### config.mk
export PLATFORM = sky130hd
export DESIGN_NAME = ps2_keyboard
export DESIGN_NICKNAME = d
export VERILOG_FILES = /design/src/rtl/ps2_pkg.sv /design/src/rtl/ps2_debounce.sv /design/src/rtl/ps2_frame_rx.sv /design/src/rtl/ps2_ascii_map.sv /design/src/rtl/ps2_key_fsm.sv /design/src/rtl/ps2_keyboard.sv
export SDC_FILE = /design/constraint.sdc
export NUM_CORES = 1
export LEC_CHECK = 0
export BUFFER_PORTS_ARGS = -buffer_cell sky130_fd_sc_hd__clkbuf_2
export CAP_MARGIN = 10
export CORE_MARGIN = 4
export CORE_UTILIZATION = 56
export CTS_CLUSTER_SIZE = 25
export DETAILED_ROUTE_END_ITERATION = 12
export PLACE_DENSITY = 0.79
export SYNTH_ARGS = -nofsm -noshare
export SYNTH_HDL_FRONTEND = slang
export SYNTH_SLANG_ARGS = --single-unit
### constraint.sdc
create_clock -name clk -period 2.42 [get_ports clk]
set_clock_uncertainty 0.1 [all_clocks]
set_input_delay 0 -clock clk [delete_from_list [all_inputs] [get_ports clk]]
set_output_delay 0 -clock clk [all_outputs]
set_load 0.05 [all_outputs]
### src/rtl/ps2_pkg.sv
package ps2_pkg;

	// modifier state held by the translation FSM.
	typedef struct packed {
		logic caps_lock;
		logic shift_l;
		logic shift_r;
		logic ctrl_l;
		logic ctrl_r;
	} key_mods_t;

	// lookup result, code is only meaningful when mapped is set.
	typedef struct packed {
		logic       mapped;
		logic [6:0] code;
	} ascii_res_t;

	// translation FSM states.
	typedef enum logic [1:0] {
		ready     = 2'd0,
		new_code  = 2'd1,
		translate = 2'd2,
		emit      = 2'd3
	} key_state_t;

	// prefix codes.
	localparam logic [7:0] code_break  = 8'hF0;
	localparam logic [7:0] code_ext    = 8'hE0;

	// modifier keys, right ctrl is code_ctrl behind code_ext.
	localparam logic [7:0] code_caps   = 8'h58;
	localparam logic [7:0] code_lshift = 8'h12;
	localparam logic [7:0] code_rshift = 8'h59;
	localparam logic [7:0] code_ctrl   = 8'h14;

endpackage

### src/rtl/ps2_debounce.sv
`timescale 1ns/10ps

module ps2_debounce #(
	parameter int debounce_bits = 8
) (
	input  logic clk,
	input  logic rst,
	input  logic raw,
	output logic clean
);

	logic sync_a;
	logic sync_b;
	logic [debounce_bits-1:0] stable_cnt;

	// two flop synchronizer.
	// idles high like the bus.
	always_ff @(posedge clk) begin
		if (rst) begin
			sync_a <= 1'b1;
			sync_b <= 1'b1;
		end else begin
			sync_a <= raw;
			sync_b <= sync_a;
		end
	end

	// count cycles the synced input differs from the output.
	// any glitch back to the old level restarts the count.
	always_ff @(posedge clk) begin
		if (rst) begin
			stable_cnt <= '0;
			clean <= 1'b1;
		end else if (sync_b == clean) begin
			stable_cnt <= '0;
		end else if (&stable_cnt) begin
			// held for 2^debounce_bits cycles, accept it.
			stable_cnt <= '0;
			clean <= sync_b;
		end else begin
			stable_cnt <= stable_cnt + 1'b1;
		end
	end

endmodule

### src/rtl/ps2_frame_rx.sv
`timescale 1ns/10ps

module ps2_frame_rx #(
	parameter int debounce_bits = 8
) (
	input  logic       clk,
	input  logic       rst,
	input  logic       ps2_clk_f,
	input  logic       ps2_data_f,
	output logic       ps2_code_new,
	output logic [7:0] ps2_code,
	output logic       frame_err
);

	logic clk_prev;
	logic fall;
	logic frame_ok;
	logic [9:0] shift_q;
	logic [10:0] frame;
	logic [3:0] bit_cnt;
	logic [debounce_bits+5:0] idle_cnt;

	assign fall = clk_prev & ~ps2_clk_f;

	// frame as it looks once the current bit is shifted in.
	// bit 0 start, 8:1 data, 9 parity, 10 stop.
	assign frame = {ps2_data_f, shift_q};

	// start low, stop high, odd parity over data and parity bit.
	assign frame_ok = ~frame[0] & frame[10] & (^frame[9:1]);

	always_ff @(posedge clk) begin
		if (rst) begin
			clk_prev <= 1'b1;
		end else begin
			clk_prev <= ps2_clk_f;
		end
	end

	// lsb arrives first and new bits enter at the top.
	always_ff @(posedge clk) begin
		if (fall) begin
			shift_q <= frame[10:1];
		end
	end

	always_ff @(posedge clk) begin
		if (rst) begin
			bit_cnt <= '0;
			idle_cnt <= '0;
			ps2_code_new <= 1'b0;
			ps2_code <= '0;
			frame_err <= 1'b0;
		end else begin
			ps2_code_new <= 1'b0;
			frame_err <= 1'b0;
			if (fall) begin
				idle_cnt <= '0;
				if (bit_cnt == 4'd10) begin
					bit_cnt <= '0;
					if (frame_ok) begin
						ps2_code_new <= 1'b1;
						ps2_code <= frame[8:1];
					end else begin
						frame_err <= 1'b1;
					end
				end else begin
					bit_cnt <= bit_cnt + 1'b1;
				end
			end else if (bit_cnt != '0) begin
				// drop a partial frame after a long quiet clock.
				if (&idle_cnt) begin
					bit_cnt <= '0;
					idle_cnt <= '0;
				end else begin
					idle_cnt <= idle_cnt + 1'b1;
				end
			end
		end
	end

endmodule

### src/rtl/ps2_ascii_map.sv
`timescale 1ns/10ps

module ps2_ascii_map
	import ps2_pkg::*;
(
	input  logic [7:0] code,
	input  logic       ext,
	input  key_mods_t  mods,
	output ascii_res_t result
);

	logic ctrl;
	logic shift;
	logic upper;
	logic [4:0] lt_idx;
	logic [14:0] sym;
	ascii_res_t ctl_res;
	ascii_res_t plain_res;

	assign ctrl = mods.ctrl_l | mods.ctrl_r;
	assign shift = mods.shift_l | mods.shift_r;

	// shift and caps lock cancel each other for letters.
	assign upper = shift ^ mods.caps_lock;

	// letter index a..z, 31 when not a letter.
	always_comb begin
		case (code)
			8'h1C: lt_idx = 5'd0;
			8'h32: lt_idx = 5'd1;
			8'h21: lt_idx = 5'd2;
			8'h23: lt_idx = 5'd3;
			8'h24: lt_idx = 5'd4;
			8'h2B: lt_idx = 5'd5;
			8'h34: lt_idx = 5'd6;
			8'h33: lt_idx = 5'd7;
			8'h43: lt_idx = 5'd8;
			8'h3B: lt_idx = 5'd9;
			8'h42: lt_idx = 5'd10;
			8'h4B: lt_idx = 5'd11;
			8'h3A: lt_idx = 5'd12;
			8'h31: lt_idx = 5'd13;
			8'h44: lt_idx = 5'd14;
			8'h4D: lt_idx = 5'd15;
			8'h15: lt_idx = 5'd16;
			8'h2D: lt_idx = 5'd17;
			8'h1B: lt_idx = 5'd18;
			8'h2C: lt_idx = 5'd19;
			8'h3C: lt_idx = 5'd20;
			8'h2A: lt_idx = 5'd21;
			8'h1D: lt_idx = 5'd22;
			8'h22: lt_idx = 5'd23;
			8'h35: lt_idx = 5'd24;
			8'h1A: lt_idx = 5'd25;
			default: lt_idx = 5'd31;
		endcase
	end

	// digits and punctuation.
	// valid flag, plain symbol, shifted symbol.
	always_comb begin
		case (code)
			8'h45: sym = {1'b1, 7'h30, 7'h29};
			8'h16: sym = {1'b1, 7'h31, 7'h21};
			8'h1E: sym = {1'b1, 7'h32, 7'h40};
			8'h26: sym = {1'b1, 7'h33, 7'h23};
			8'h25: sym = {1'b1, 7'h34, 7'h24};
			8'h2E: sym = {1'b1, 7'h35, 7'h25};
			8'h36: sym = {1'b1, 7'h36, 7'h5E};
			8'h3D: sym = {1'b1, 7'h37, 7'h26};
			8'h3E: sym = {1'b1, 7'h38, 7'h2A};
			8'h46: sym = {1'b1, 7'h39, 7'h28};
			8'h52: sym = {1'b1, 7'h27, 7'h22};
			8'h41: sym = {1'b1, 7'h2C, 7'h3C};
			8'h4E: sym = {1'b1, 7'h2D, 7'h5F};
			8'h49: sym = {1'b1, 7'h2E, 7'h3E};
			8'h4A: sym = {1'b1, 7'h2F, 7'h3F};
			8'h4C: sym = {1'b1, 7'h3B, 7'h3A};
			8'h55: sym = {1'b1, 7'h3D, 7'h2B};
			8'h54: sym = {1'b1, 7'h5B, 7'h7B};
			8'h5D: sym = {1'b1, 7'h5C, 7'h7C};
			8'h5B: sym = {1'b1, 7'h5D, 7'h7D};
			8'h0E: sym = {1'b1, 7'h60, 7'h7E};
			default: sym = '0;
		endcase
	end

	// control codes from punctuation, ^@ and ^[ .. ^_.
	always_comb begin
		case (code)
			8'h1E: ctl_res = '{mapped: 1'b1, code: 7'h00};
			8'h54: ctl_res = '{mapped: 1'b1, code: 7'h1B};
			8'h5D: ctl_res = '{mapped: 1'b1, code: 7'h1C};
			8'h5B: ctl_res = '{mapped: 1'b1, code: 7'h1D};
			8'h36: ctl_res = '{mapped: 1'b1, code: 7'h1E};
			8'h4E: ctl_res = '{mapped: 1'b1, code: 7'h1F};
			default: ctl_res = '0;
		endcase
	end

	// keys that ignore modifiers.
	// 71 alone is the keypad dot, delete only behind E0.
	always_comb begin
		case (code)
			8'h29: plain_res = '{mapped: 1'b1, code: 7'h20};
			8'h66: plain_res = '{mapped: 1'b1, code: 7'h08};
			8'h0D: plain_res = '{mapped: 1'b1, code: 7'h09};
			8'h5A: plain_res = '{mapped: 1'b1, code: 7'h0D};
			8'h76: plain_res = '{mapped: 1'b1, code: 7'h1B};
			8'h71: plain_res = '{mapped: ext, code: 7'h7F};
			default: plain_res = '0;
		endcase
	end

	always_comb begin
		if (ctrl) begin
			if (lt_idx < 5'd26) begin
				result = '{mapped: 1'b1, code: 7'(lt_idx) + 7'd1};
			end else begin
				result = ctl_res;
			end
		end else if (lt_idx < 5'd26) begin
			result = '{mapped: 1'b1, code: (upper ? 7'h41 : 7'h61) + 7'(lt_idx)};
		end else if (sym[14]) begin
			result = '{mapped: 1'b1, code: shift ? sym[6:0] : sym[13:7]};
		end else begin
			result = plain_res;
		end
	end

endmodule

### src/rtl/ps2_key_fsm.sv
`timescale 1ns/10ps

module ps2_key_fsm
	import ps2_pkg::*;
(
	input  logic       clk,
	input  logic       rst,
	input  logic       ps2_code_new,
	input  logic [7:0] ps2_code,
	input  ascii_res_t lookup,
	output logic [7:0] code_q,
	output logic       ext,
	output key_mods_t  mods,
	output logic       ascii_new,
	output logic [6:0] ascii_code
);

	key_state_t state_q;
	logic brk;
	ascii_res_t res_q;

	always_ff @(posedge clk) begin
		if (rst) begin
			state_q <= ready;
			code_q <= '0;
			brk <= 1'b0;
			ext <= 1'b0;
			mods <= '0;
			res_q <= '0;
			ascii_new <= 1'b0;
			ascii_code <= '0;
		end else begin
			ascii_new <= 1'b0;
			unique case (state_q)
				ready: begin
					if (ps2_code_new) begin
						code_q <= ps2_code;
						state_q <= new_code;
					end
				end

				new_code: begin
					// prefixes only set a flag for the next byte.
					if (code_q == code_break) begin
						brk <= 1'b1;
						state_q <= ready;
					end else if (code_q == code_ext) begin
						ext <= 1'b1;
						state_q <= ready;
					end else begin
						state_q <= translate;
					end
				end

				translate: begin
					// caps lock toggles on press, repeats toggle again.
					if (code_q == code_caps && !brk) begin
						mods.caps_lock <= ~mods.caps_lock;
					end
					if (code_q == code_lshift) begin
						mods.shift_l <= ~brk;
					end
					if (code_q == code_rshift) begin
						mods.shift_r <= ~brk;
					end
					if (code_q == code_ctrl) begin
						if (ext) begin
							mods.ctrl_r <= ~brk;
						end else begin
							mods.ctrl_l <= ~brk;
						end
					end

					// lookup sees the modifiers from before this key.
					res_q <= lookup;
					brk <= 1'b0;
					ext <= 1'b0;

					if (brk) begin
						state_q <= ready;
					end else begin
						state_q <= emit;
					end
				end

				emit: begin
					if (res_q.mapped) begin
						ascii_new <= 1'b1;
						ascii_code <= res_q.code;
					end
					state_q <= ready;
				end

				default: begin
					state_q <= ready;
				end
			endcase
		end
	end

endmodule

### src/rtl/ps2_keyboard.sv
`timescale 1ns/10ps

module ps2_keyboard
	import ps2_pkg::*;
#(
	parameter int debounce_bits = 8
) (
	input  logic       clk,
	input  logic       rst,
	input  logic       ps2_clk,
	input  logic       ps2_data,
	output logic       ps2_code_new,
	output logic [7:0] ps2_code,
	output logic       frame_err,
	output logic       ascii_new,
	output logic [6:0] ascii_code
);

	logic ps2_clk_f;
	logic ps2_data_f;
	logic [7:0] code_q;
	logic ext;
	key_mods_t mods;
	ascii_res_t lookup;

	// both bus lines get the same filter.
	ps2_debounce #(
		.debounce_bits(debounce_bits)
	) clk_filt_i (
		.clk  (clk),
		.rst  (rst),
		.raw  (ps2_clk),
		.clean(ps2_clk_f)
	);

	ps2_debounce #(
		.debounce_bits(debounce_bits)
	) data_filt_i (
		.clk  (clk),
		.rst  (rst),
		.raw  (ps2_data),
		.clean(ps2_data_f)
	);

	ps2_frame_rx #(
		.debounce_bits(debounce_bits)
	) frame_rx_i (
		.clk         (clk),
		.rst         (rst),
		.ps2_clk_f   (ps2_clk_f),
		.ps2_data_f  (ps2_data_f),
		.ps2_code_new(ps2_code_new),
		.ps2_code    (ps2_code),
		.frame_err   (frame_err)
	);

	ps2_key_fsm key_fsm_i (
		.clk         (clk),
		.rst         (rst),
		.ps2_code_new(ps2_code_new),
		.ps2_code    (ps2_code),
		.lookup      (lookup),
		.code_q      (code_q),
		.ext         (ext),
		.mods        (mods),
		.ascii_new   (ascii_new),
		.ascii_code  (ascii_code)
	);

	ps2_ascii_map ascii_map_i (
		.code  (code_q),
		.ext   (ext),
		.mods  (mods),
		.result(lookup)
	);

endmodule

After elaboration in Yosys (flattened, before gate mapping)
Memory sizes are Yosys's and may differ from the RTL's. A register that Yosys moved wholly into a read port is not among the register bits.
Index checks and enable logic that the tools add are counted.
{"block": "totals", "reg_bits": 94, "memories": 1, "latch_bits": 0, "mem_bits_ro": 640, "inputBits": 4, "output_inout_bits": 18, "mem_bits_rw": 0}
{"block": "classes", "n_mul": 0, "order_cmp": 1, "n_eq_ne": 43, "reduce_logical": 29, "add_sub_neg": 6, "bitwise_logic": 16, "shifts": 0, "mux": 30, "div_mod_pow": 0}
{"memory": "(name not given)", "words": 128, "word_bits": 5, "rd": 1, "rd_clocked_by_memory_dff": 1, "wr": 0, "line": "ps2_ascii_map.sv:28", "rtl": "case (code)"}
{"cell": "15-bit case mux with 21 select lines", "n": 1}
{"cell": "8-bit by 7-bit == test with 1-bit output (second input constant)", "n": 18}
{"cell": "8-bit case mux with 6 select lines", "n": 2}
{"cell": "8-bit by 6-bit == test with 1-bit output (second input constant)", "n": 7}
{"cell": "8-bit by 5-bit == test with 1-bit output (second input constant)", "n": 4}
{"cell": "8-bit 2-to-1 mux", "n": 4}
{"cell": "7-bit 2-to-1 mux", "n": 3}
{"cell": "9-bit AND reduction", "n": 2}
{"cell": "8-bit by 1-bit adder with 8-bit output (second input constant)", "n": 2}
{"cell": "8-bit by 4-bit == test with 1-bit output (second input constant)", "n": 2}
{"cell": "8-bit == test (second input constant)", "n": 2}
{"cell": "4-bit 2-to-1 mux", "n": 4}
{"cell": "8-bit AND reduction", "n": 2}
{"cell": "14-bit by 1-bit adder with 14-bit output (second input constant)", "n": 1}
{"cell": "14-bit 2-to-1 mux", "n": 1}
{"cell": "14-bit AND reduction", "n": 1}
{"cell": "2-bit AND reduction", "n": 7}
{"cell": "3-bit AND reduction", "n": 4}
{"cell": "1-bit inverter", "n": 10}
{"cell": "3-bit OR reduction", "n": 3}
{"cell": "9-bit parity", "n": 1}
{"cell": "2-bit 2-to-1 mux", "n": 4}
{"cell": "2-bit case mux with 4 select lines", "n": 1}
{"cell": "7-bit by 5-bit adder with 7-bit output", "n": 1}
{"cell": "22 further kinds", "n": 38}

Depth between registers and ports, before layout
Gate-level depths: netlist (run 1).
{"block": "logic_depth", "ltp_word": 6, "mapped_depth": 12, "depth_no_buf": 11}

By module
Synthesis (run 1) repeated with hierarchy kept, for this count alone.
{"block": "hier_totals", "hier_cells": 656, "area_unflattened_um2": 5655.4}
{"mod": "ps2_frame_rx", "cells_per_inst": 164, "seq_area_each_um2": 880.8, "n_inst": 1, "area_per_inst_um2": 1739.2}
{"mod": "ps2_ascii_map", "cells_per_inst": 259, "seq_area_each_um2": 0.0, "n_inst": 1, "area_per_inst_um2": 1667.8}
{"mod": "ps2_key_fsm", "cells_per_inst": 139, "seq_area_each_um2": 660.6, "n_inst": 1, "area_per_inst_um2": 1355.0}
{"mod": "ps2_debounce", "cells_per_inst": 47, "seq_area_each_um2": 220.2, "n_inst": 2, "area_per_inst_um2": 446.7}

Least setup slack after synthesis (run 1)
No wires, ideal clock.
{"block": "synth_path", "kind": "register to register", "start": "register frame_rx_i.ps2_code_new", "end": "register (tool-made name)", "setup_slack_ns": -0.253, "period_less_slack_ns": 2.673, "path_stages_with_launch": 9, "arrival_ns": 2.452, "t_required_ns": 2.198, "setup_time_ns": 0.122, "n_path_buf": 1, "path_cell_list": "dfxtp_1 buf_2 nand3_1 a21oi_1 ha_1 nand2_1 a2111o_1 a31o_2 o311a_1"}
{"element": "from (decl)", "line": "ps2_frame_rx.sv:10", "rtl": "output logic ps2_code_new,"}
{"element": "from (signal assigned)", "line": "ps2_frame_rx.sv:51", "rtl": "ps2_code_new <= 1'b0;"}
{"element": "from (signal assigned)", "line": "ps2_frame_rx.sv:55", "rtl": "ps2_code_new <= 1'b0;"}
{"element": "from (signal assigned)", "line": "ps2_frame_rx.sv:62", "rtl": "ps2_code_new <= 1'b1;"}

==> results.py, run 1 <==
metrics = {
    "synth": {
        "synth_mux_area_frac": 0.0305,
        "synth_compound_area_frac": 0.175,
        "synth_area_leaders": "dfxtp_1 31%, nor2_1 5.7%, edfxtp_1 5.3%",
        "avgSynthCellArea_sq_um": 8.36,
        "synth_top_family_by_area": "simple AND/OR/NAND/NOR gates",
        "ys.warnings.count": 0,
        "synth_area_sq_um": 5710,
        "syn_nets": 707,
        "synth_top_area_cell": "dfxtp_1",
        "yosys.area_share.xor_xnor": 0.0623,
        "async_flop_share": 0,
        "synth_top_area_share": 0.312,
        "synthSimpleGateAreaFrac": 0.272,
        "yosysSeqAreaShare": 0.365,
        "syn_inst": 683,
        "synth-seq-cells": 99,
        "synthTopCellsByCount": "89 x dfxtp_1, 86 x nor2_1, 63 x nand2_1, 40 x a21oi_1, 37 x nand3_1",
        "synth_flop_cell": "dfxtp_1",
        "synthDistinctLibCells": 87,
        "synth-edff-count": 10,
        "yosysMostFrequentCell": "dfxtp_1",
        "synth_adder_area_share": 0.0439,
    },
    "cells_and_area": {
        "instances_no_fill": 869,
        "final_layout_size_suffix_gt1_frac": 0.193,
        "nets": 755,
        "area_growth_syn_to_layout_pct": 15.0,
        "fill_cells": 808,
        "diodes": 0,
    },
    "drt": {
        "num_vias": 5261,
        "ant_nets": 0,
        "drcViolationCount": 0,
        "drt-wirelength-per-cell_um": 16.8,
        "met1_length_mm": 6.49,
        "wl_met2_mm": 6.90,
        "drt_iter0_drc": 357,
        "via_per_inst": 6.05,
        "firstDrtPassIters": 7,
        "drt_wl_total_mm": 14.6,
        "top_layer_used": "met4",
        "wl_met3_um": 820,
    },
    "placement": {
        "place_ws_ns": -0.0414,
        "place_congestion": 1.01,
        "dp_hpwl_mm": 10.6,
        "portBuffers": 21,
        "place_inst": 844,
    },
    "global_routing": {
        "antenna_found_initial": 0,
        "grt-ovfl-total": 0,
        "grt_max_degree": 47,
        "grt_pass1_vias": 4977,
        "grtUsageTotal": 0.255,
        "grt_pass1_wl_mm": 24.3,
    },
    "floorplan": {
        "die_h_um": 109,
        "die-width_um": 109,
        "io_pins": 22,
        "die_area_sq_um": 11900,
        "core_sq_um": 9860,
        "rows": 36,
        "initial_utilization": 0.579,
    },
    "power": {
        "p_total_mw": 2.76,
        "leakage_nw": 2.47,
        "power_density_nw_per_um2": 421,
        "vdd_drop_max_v": 0.000378,
    },
    "timing": {
        "finalMaxSlewViolations": 0,
        "period_share": 0.964,
        "fin_hold_ws_ns": 0.273,
        "fmax_mhz": 429,
        "finalHoldViolCount": 0,
        "final-setup-viol-count": 0,
        "finalCriticalPeriod_ns": 2.33,
        "rsz0062_at_grt": "true",
        "relSlewSlack": 0.553,
        "worstMarginPinSlew_ns": 0.671,
        "finalWorstSetupSlack_ns": 0.0876,
    },
    "clock_tree": {
        "clock_latency_ns": 0.37,
        "numCtsBuffers": 9,
        "tritoncts": "yes",
        "cts_htree_levels": 3,
        "cts.path.max_buffers": 2,
        "clock-root-buffer": "clkbuf_8",
        "cts_num_sinks": 99,
        "path_clk_slew_ns": 0.10,
    },
    "setup_path": {
        "worstSetupPathType": "reg -> reg",
        "critPathRequiredTime_ns": 2.59,
        "cp-end-kind": "flip-flop",
        "start_kind": "flip-flop",
        "arrival_ns": 2.51,
        "crit_fanout": 10,
    },
    "outcome": {
        "status": "complete, no violations",
    },
    "flow_run": {
        "maxCapViolations": 0,
    },
    "min_path": {
        "holdCritPathClass": "in -> reg",
    },
}
==> report_power, final <==
group	internal, mW	total [mW]	switching [mW]	leakage [nW]
combinational	0.0386	0.0944	0.0558	1.54
clock	0.390	1.00	0.610	0.0909
sequential	1.66	1.67	0.00803	0.837
==> worst max-delay path, cell delays in order, from the launching register on <==
cell and delay [ns]:
dfxtp_2 0.36, inv_1 0.08, ha_4 0.20, a21bo_2 0.24, a21oi_4 0.17, buf_4 0.15, ha_4 0.12, nand2_1 0.10
a2111o_1 0.40, a31o_2 0.22, o311a_1 0.11
==> final cells by class <==
type / instances / area [sq um] / share of cell area
clock buffer: 9 / 124 / 0.0189
clock inverter: 7 / 60.1 / 0.00915
inverter: 20 / 77.6 / 0.0118
multi-input combinational: 522 / 3460 / 0.527
sequential: 99 / 2090 / 0.318
tap: 133 / 166 / 0.0254
timing repair buffer: 79 / 589 / 0.0898
==> path summary, 6_finish.rpt <==
path | from | to | slack, ns | depth (start not counted)
setup reg to reg | key_fsm_i.state_q[0] | flip-flop | 0.09 | 10
hold reg to reg | clk_filt_i.sync_a | clk_filt_i.sync_b | 0.35 | 1
hold / removal | ps2_data | data_filt_i.sync_a | 0.27 | 3
setup / recovery | key_fsm_i.state_q[0] | flip-flop | 0.09 | 10
==> through the flow <==
stage | area (sq um) | util | setup TNS [ns]
floorplan | 5760 | - | 0
global placement | 6210 | 0.630 | 0
detailed placement | 6210 | 0.630 | -0.111
CTS | 6450 | 0.654 | 0
global route | 6560 | 0.665 | -0.0288
finish | 6560 | 0.665 | 0
==> registers in the layout (all words and copies together) (netlist names), 2 cells and up, named ones only <==
register                count
key_fsm_i.code_q            8
frame_rx_i.ps2_code         8
data_filt_i.stable_cnt      8
frame_rx_i.shift_q         10
key_fsm_i.state_q           2
key_fsm_i.res_q             8
frame_rx_i.idle_cnt        14
key_fsm_i.ascii_code        7
clk_filt_i.stable_cnt       8
key_fsm_i.mods              5
frame_rx_i.bit_cnt          4
==> cell usage in the layout, fill, tap and decap left out, types with 5 or more instances in the layout <==
master / count
or3_1: 6
o211ai_1: 5
a211oi_1: 6
nand2b_1: 8
nand3b_1: 8
nor2_1: 85
nand3_1: 37
nor2b_1: 5
edfxtp_1: 10
a21oi_1: 39
buf_4: 51
and3_1: 11
nand2_1: 62
a311oi_1: 5
xnor2_1: 14
ha_1: 14
xor2_1: 24
nand4_1: 11
clkbuf_2: 21
dfxtp_1: 85
or2_2: 9
inv_1: 13
o21ai_0: 24
clkbuf_8: 9
nor3_1: 20
mux2i_1: 14
a31oi_1: 10
==> what timing repair did <==
item,in CTS,in global routing
cloned,0,0
hold buffers,3,0
hold endpoints to repair,8,0
setup endpoints to repair,4,11
pin swaps,1,8
setup buffers,2,4
resized for setup,3,20
==> cells by family after synthesis <==
| logic type | count (synthesis) |
|---|---|
| buf+inv | 62 |
| mux | 16 |
| compound gates | 147 |
| xor+xnor | 39 |
| flops | 99 |
| fa+ha+maj | 20 |
| simple gates | 300 |
==> routing by layer <==
layer | vias up | global-route usage
li1 | 2544 | -
met1 | 2483 | 0.341
met2 | 194 | 0.416
met3 | 40 | 0.0432
met4 | 0 | 0.0884
met5 | - | 0
No activity file was read; power rests on OpenSTA's default activity.
==> inputs of run 2 (changes only) <==
CORE_ASPECT_RATIO = 1.1   (was unset)
==> run 2 against run 1 <==
Effect of this change: final area is essentially flat; largest power group unchanged; power grew 1.1%; core utilization shrank 0.11 points; fmax shrank 0.51%; clock-buffer cell count grew 2; critical path type unchanged; final cell count shrank 0.81%; worst setup slack lost 0.012 ns; clock power is essentially flat; sequential power is essentially flat; sequential share of layout area is essentially flat.
==> results.py, run 2 (same netlist as run 1, synthesis figures left out) <==
metrics = {
    "clock_tree": {
        "cts.path.max_buffers": 2,
        "cts_htree_levels": 3,
        "path_clk_slew_ns": 0.10,
        "tritoncts": "yes",
        "clock-root-buffer": "clkbuf_8",
        "clock_latency_ns": 0.37,
        "numCtsBuffers": 9,
        "cts_num_sinks": 99,
    },
    "cells_and_area": {
        "multi_input_area_sq_um": 3460,
        "seq_area_sq_um": 2090,
        "largestRegisters": "frame_rx_i.idle_cnt: 14 flops, frame_rx_i.shift_q: 10 flops",
        "final_cell_mix": "86 x nor2_1, 85 x dfxtp_1, 62 x nand2_1",
        "largest_reg_flops": 14,
        "diodes": 0,
        "final_core_util": 0.664,
        "area_growth_syn_to_layout_pct": 15.1,
        "final_area_sq_um": 6570,
        "fill_cells": 806,
        "top_register": "frame_rx_i.idle_cnt",
        "final_layout_size_suffix_gt1_frac": 0.197,
        "layout_commonest_cell": "nor2_1",
        "nets": 761,
        "instances_no_fill": 862,
    },
    "timing": {
        "finalHoldViolCount": 0,
        "fmax_mhz": 427,
        "relSlewSlack": 0.672,
        "finalWorstSetupSlack_ns": 0.0757,
        "final-setup-viol-count": 0,
        "fin_tns_setup_ns": 0,
        "finalMaxSlewViolations": 0,
        "fin_hold_ws_ns": 0.246,
        "period_share": 0.969,
        "worstMarginPinSlew_ns": 0.490,
        "finalCriticalPeriod_ns": 2.34,
    },
    "placement": {
        "portBuffers": 21,
        "dp_hpwl_mm": 10.9,
        "place_congestion": 1.02,
        "placed_cell_area_sq_um": 6240,
        "place_inst": 840,
        "place_ws_ns": -0.0642,
    },
    "floorplan": {
        "core_sq_um": 9890,
        "initial_utilization": 0.577,
        "rows": 38,
        "die_h_um": 114,
        "die_area_sq_um": 11900,
        "die-width_um": 104,
        "io_pins": 22,
    },
    "setup_path": {
        "critPathRequiredTime_ns": 2.61,
        "arrival_ns": 2.54,
        "crit_fanout": 21,
        "cp-end-kind": "flip-flop",
        "worstSetupPathType": "reg -> reg",
        "start_kind": "flip-flop",
    },
    "drt": {
        "ant_nets": 0,
        "drt_wl_total_mm": 14.8,
        "drt_iter0_drc": 302,
        "firstDrtPassIters": 5,
        "num_vias": 5340,
        "drcViolationCount": 0,
        "via_per_inst": 6.19,
        "drt-wirelength-per-cell_um": 17.1,
    },
    "power": {
        "power_density_nw_per_um2": 425,
        "vdd_drop_max_v": 0.000472,
        "leakage_nw": 2.49,
        "p_total_mw": 2.79,
    },
    "min_path": {
        "holdCritPathClass": "in -> reg",
    },
    "global_routing": {
        "grt_max_degree": 32,
        "grt-ovfl-total": 0,
        "grtUsageTotal": 0.248,
        "grt_pass1_wl_mm": 24.1,
        "grt_pass1_vias": 5005,
        "antenna_found_initial": 0,
    },
    "outcome": {
        "status": "complete, no violations",
    },
    "flow_run": {
        "maxCapViolations": 0,
    },
}
run 2: where the power goes:
part	internal, mW	leakage (nW)	switching (mW)
combinational	0.0412	1.56	0.0583
clock	0.417	0.0931	0.607
sequential	1.66	0.837	0.00811
run 2: layout make-up:
cell class	instances	area share
inverters	20	0.0118
clock inverters	5	0.00705
flip-flops and latches	99	0.318
well taps	120	0.0229
clock buffers	11	0.0215
multi-input cells	522	0.527
repair buffers	85	0.0924
run 2: critical path, cell delays in order, from the launching register on:
cell and delay, ns:
dfxtp_1 0.38, buf_12 0.18, and4bb_1 0.43, a22oi_1 0.27
and2_1 0.27, a21o_1 0.18, a31o_1 0.22, a311oi_1 0.24
run 2: layer usage:
| metal | vias to the layer above | routed length [um] | share of wire | GRT usage |
|---|---|---|---|---|
| met1 | 2522 | 6200 | 0.42 | 0.306 |
| met5 | - | 0 | 0 | 0 |
| met4 | 0 | 610 | 0.041 | 0.107 |
| met2 | 199 | 7050 | 0.48 | 0.429 |
| met3 | 61 | 895 | 0.061 | 0.0447 |
| li1 | 2558 | - | - | - |
run 2: final timing paths:
kind                            depth (start not counted)                 end  slack [ns]                start
worst max-delay path                                    7  key_fsm_i.res_q[2]        0.08  key_fsm_i.code_q[5]
worst min-delay path                                    3  data_filt_i.sync_a        0.25             ps2_data
worst max register to register                          7  key_fsm_i.res_q[2]        0.08  key_fsm_i.code_q[5]
worst min register to register                          1  data_filt_i.sync_b        0.32   data_filt_i.sync_a
run 2: timing repair:
| action | 4_1_cts | 5_1_grt |
|---|---|---|
| hold endpoints to repair | 4 | 0 |
| resized for setup | 1 | 21 |
| hold buffers | 3 | 0 |
| pin swaps | 1 | 8 |
| setup buffers | 1 | 2 |
| endpoints found under the setup margin | 4 | 7 |
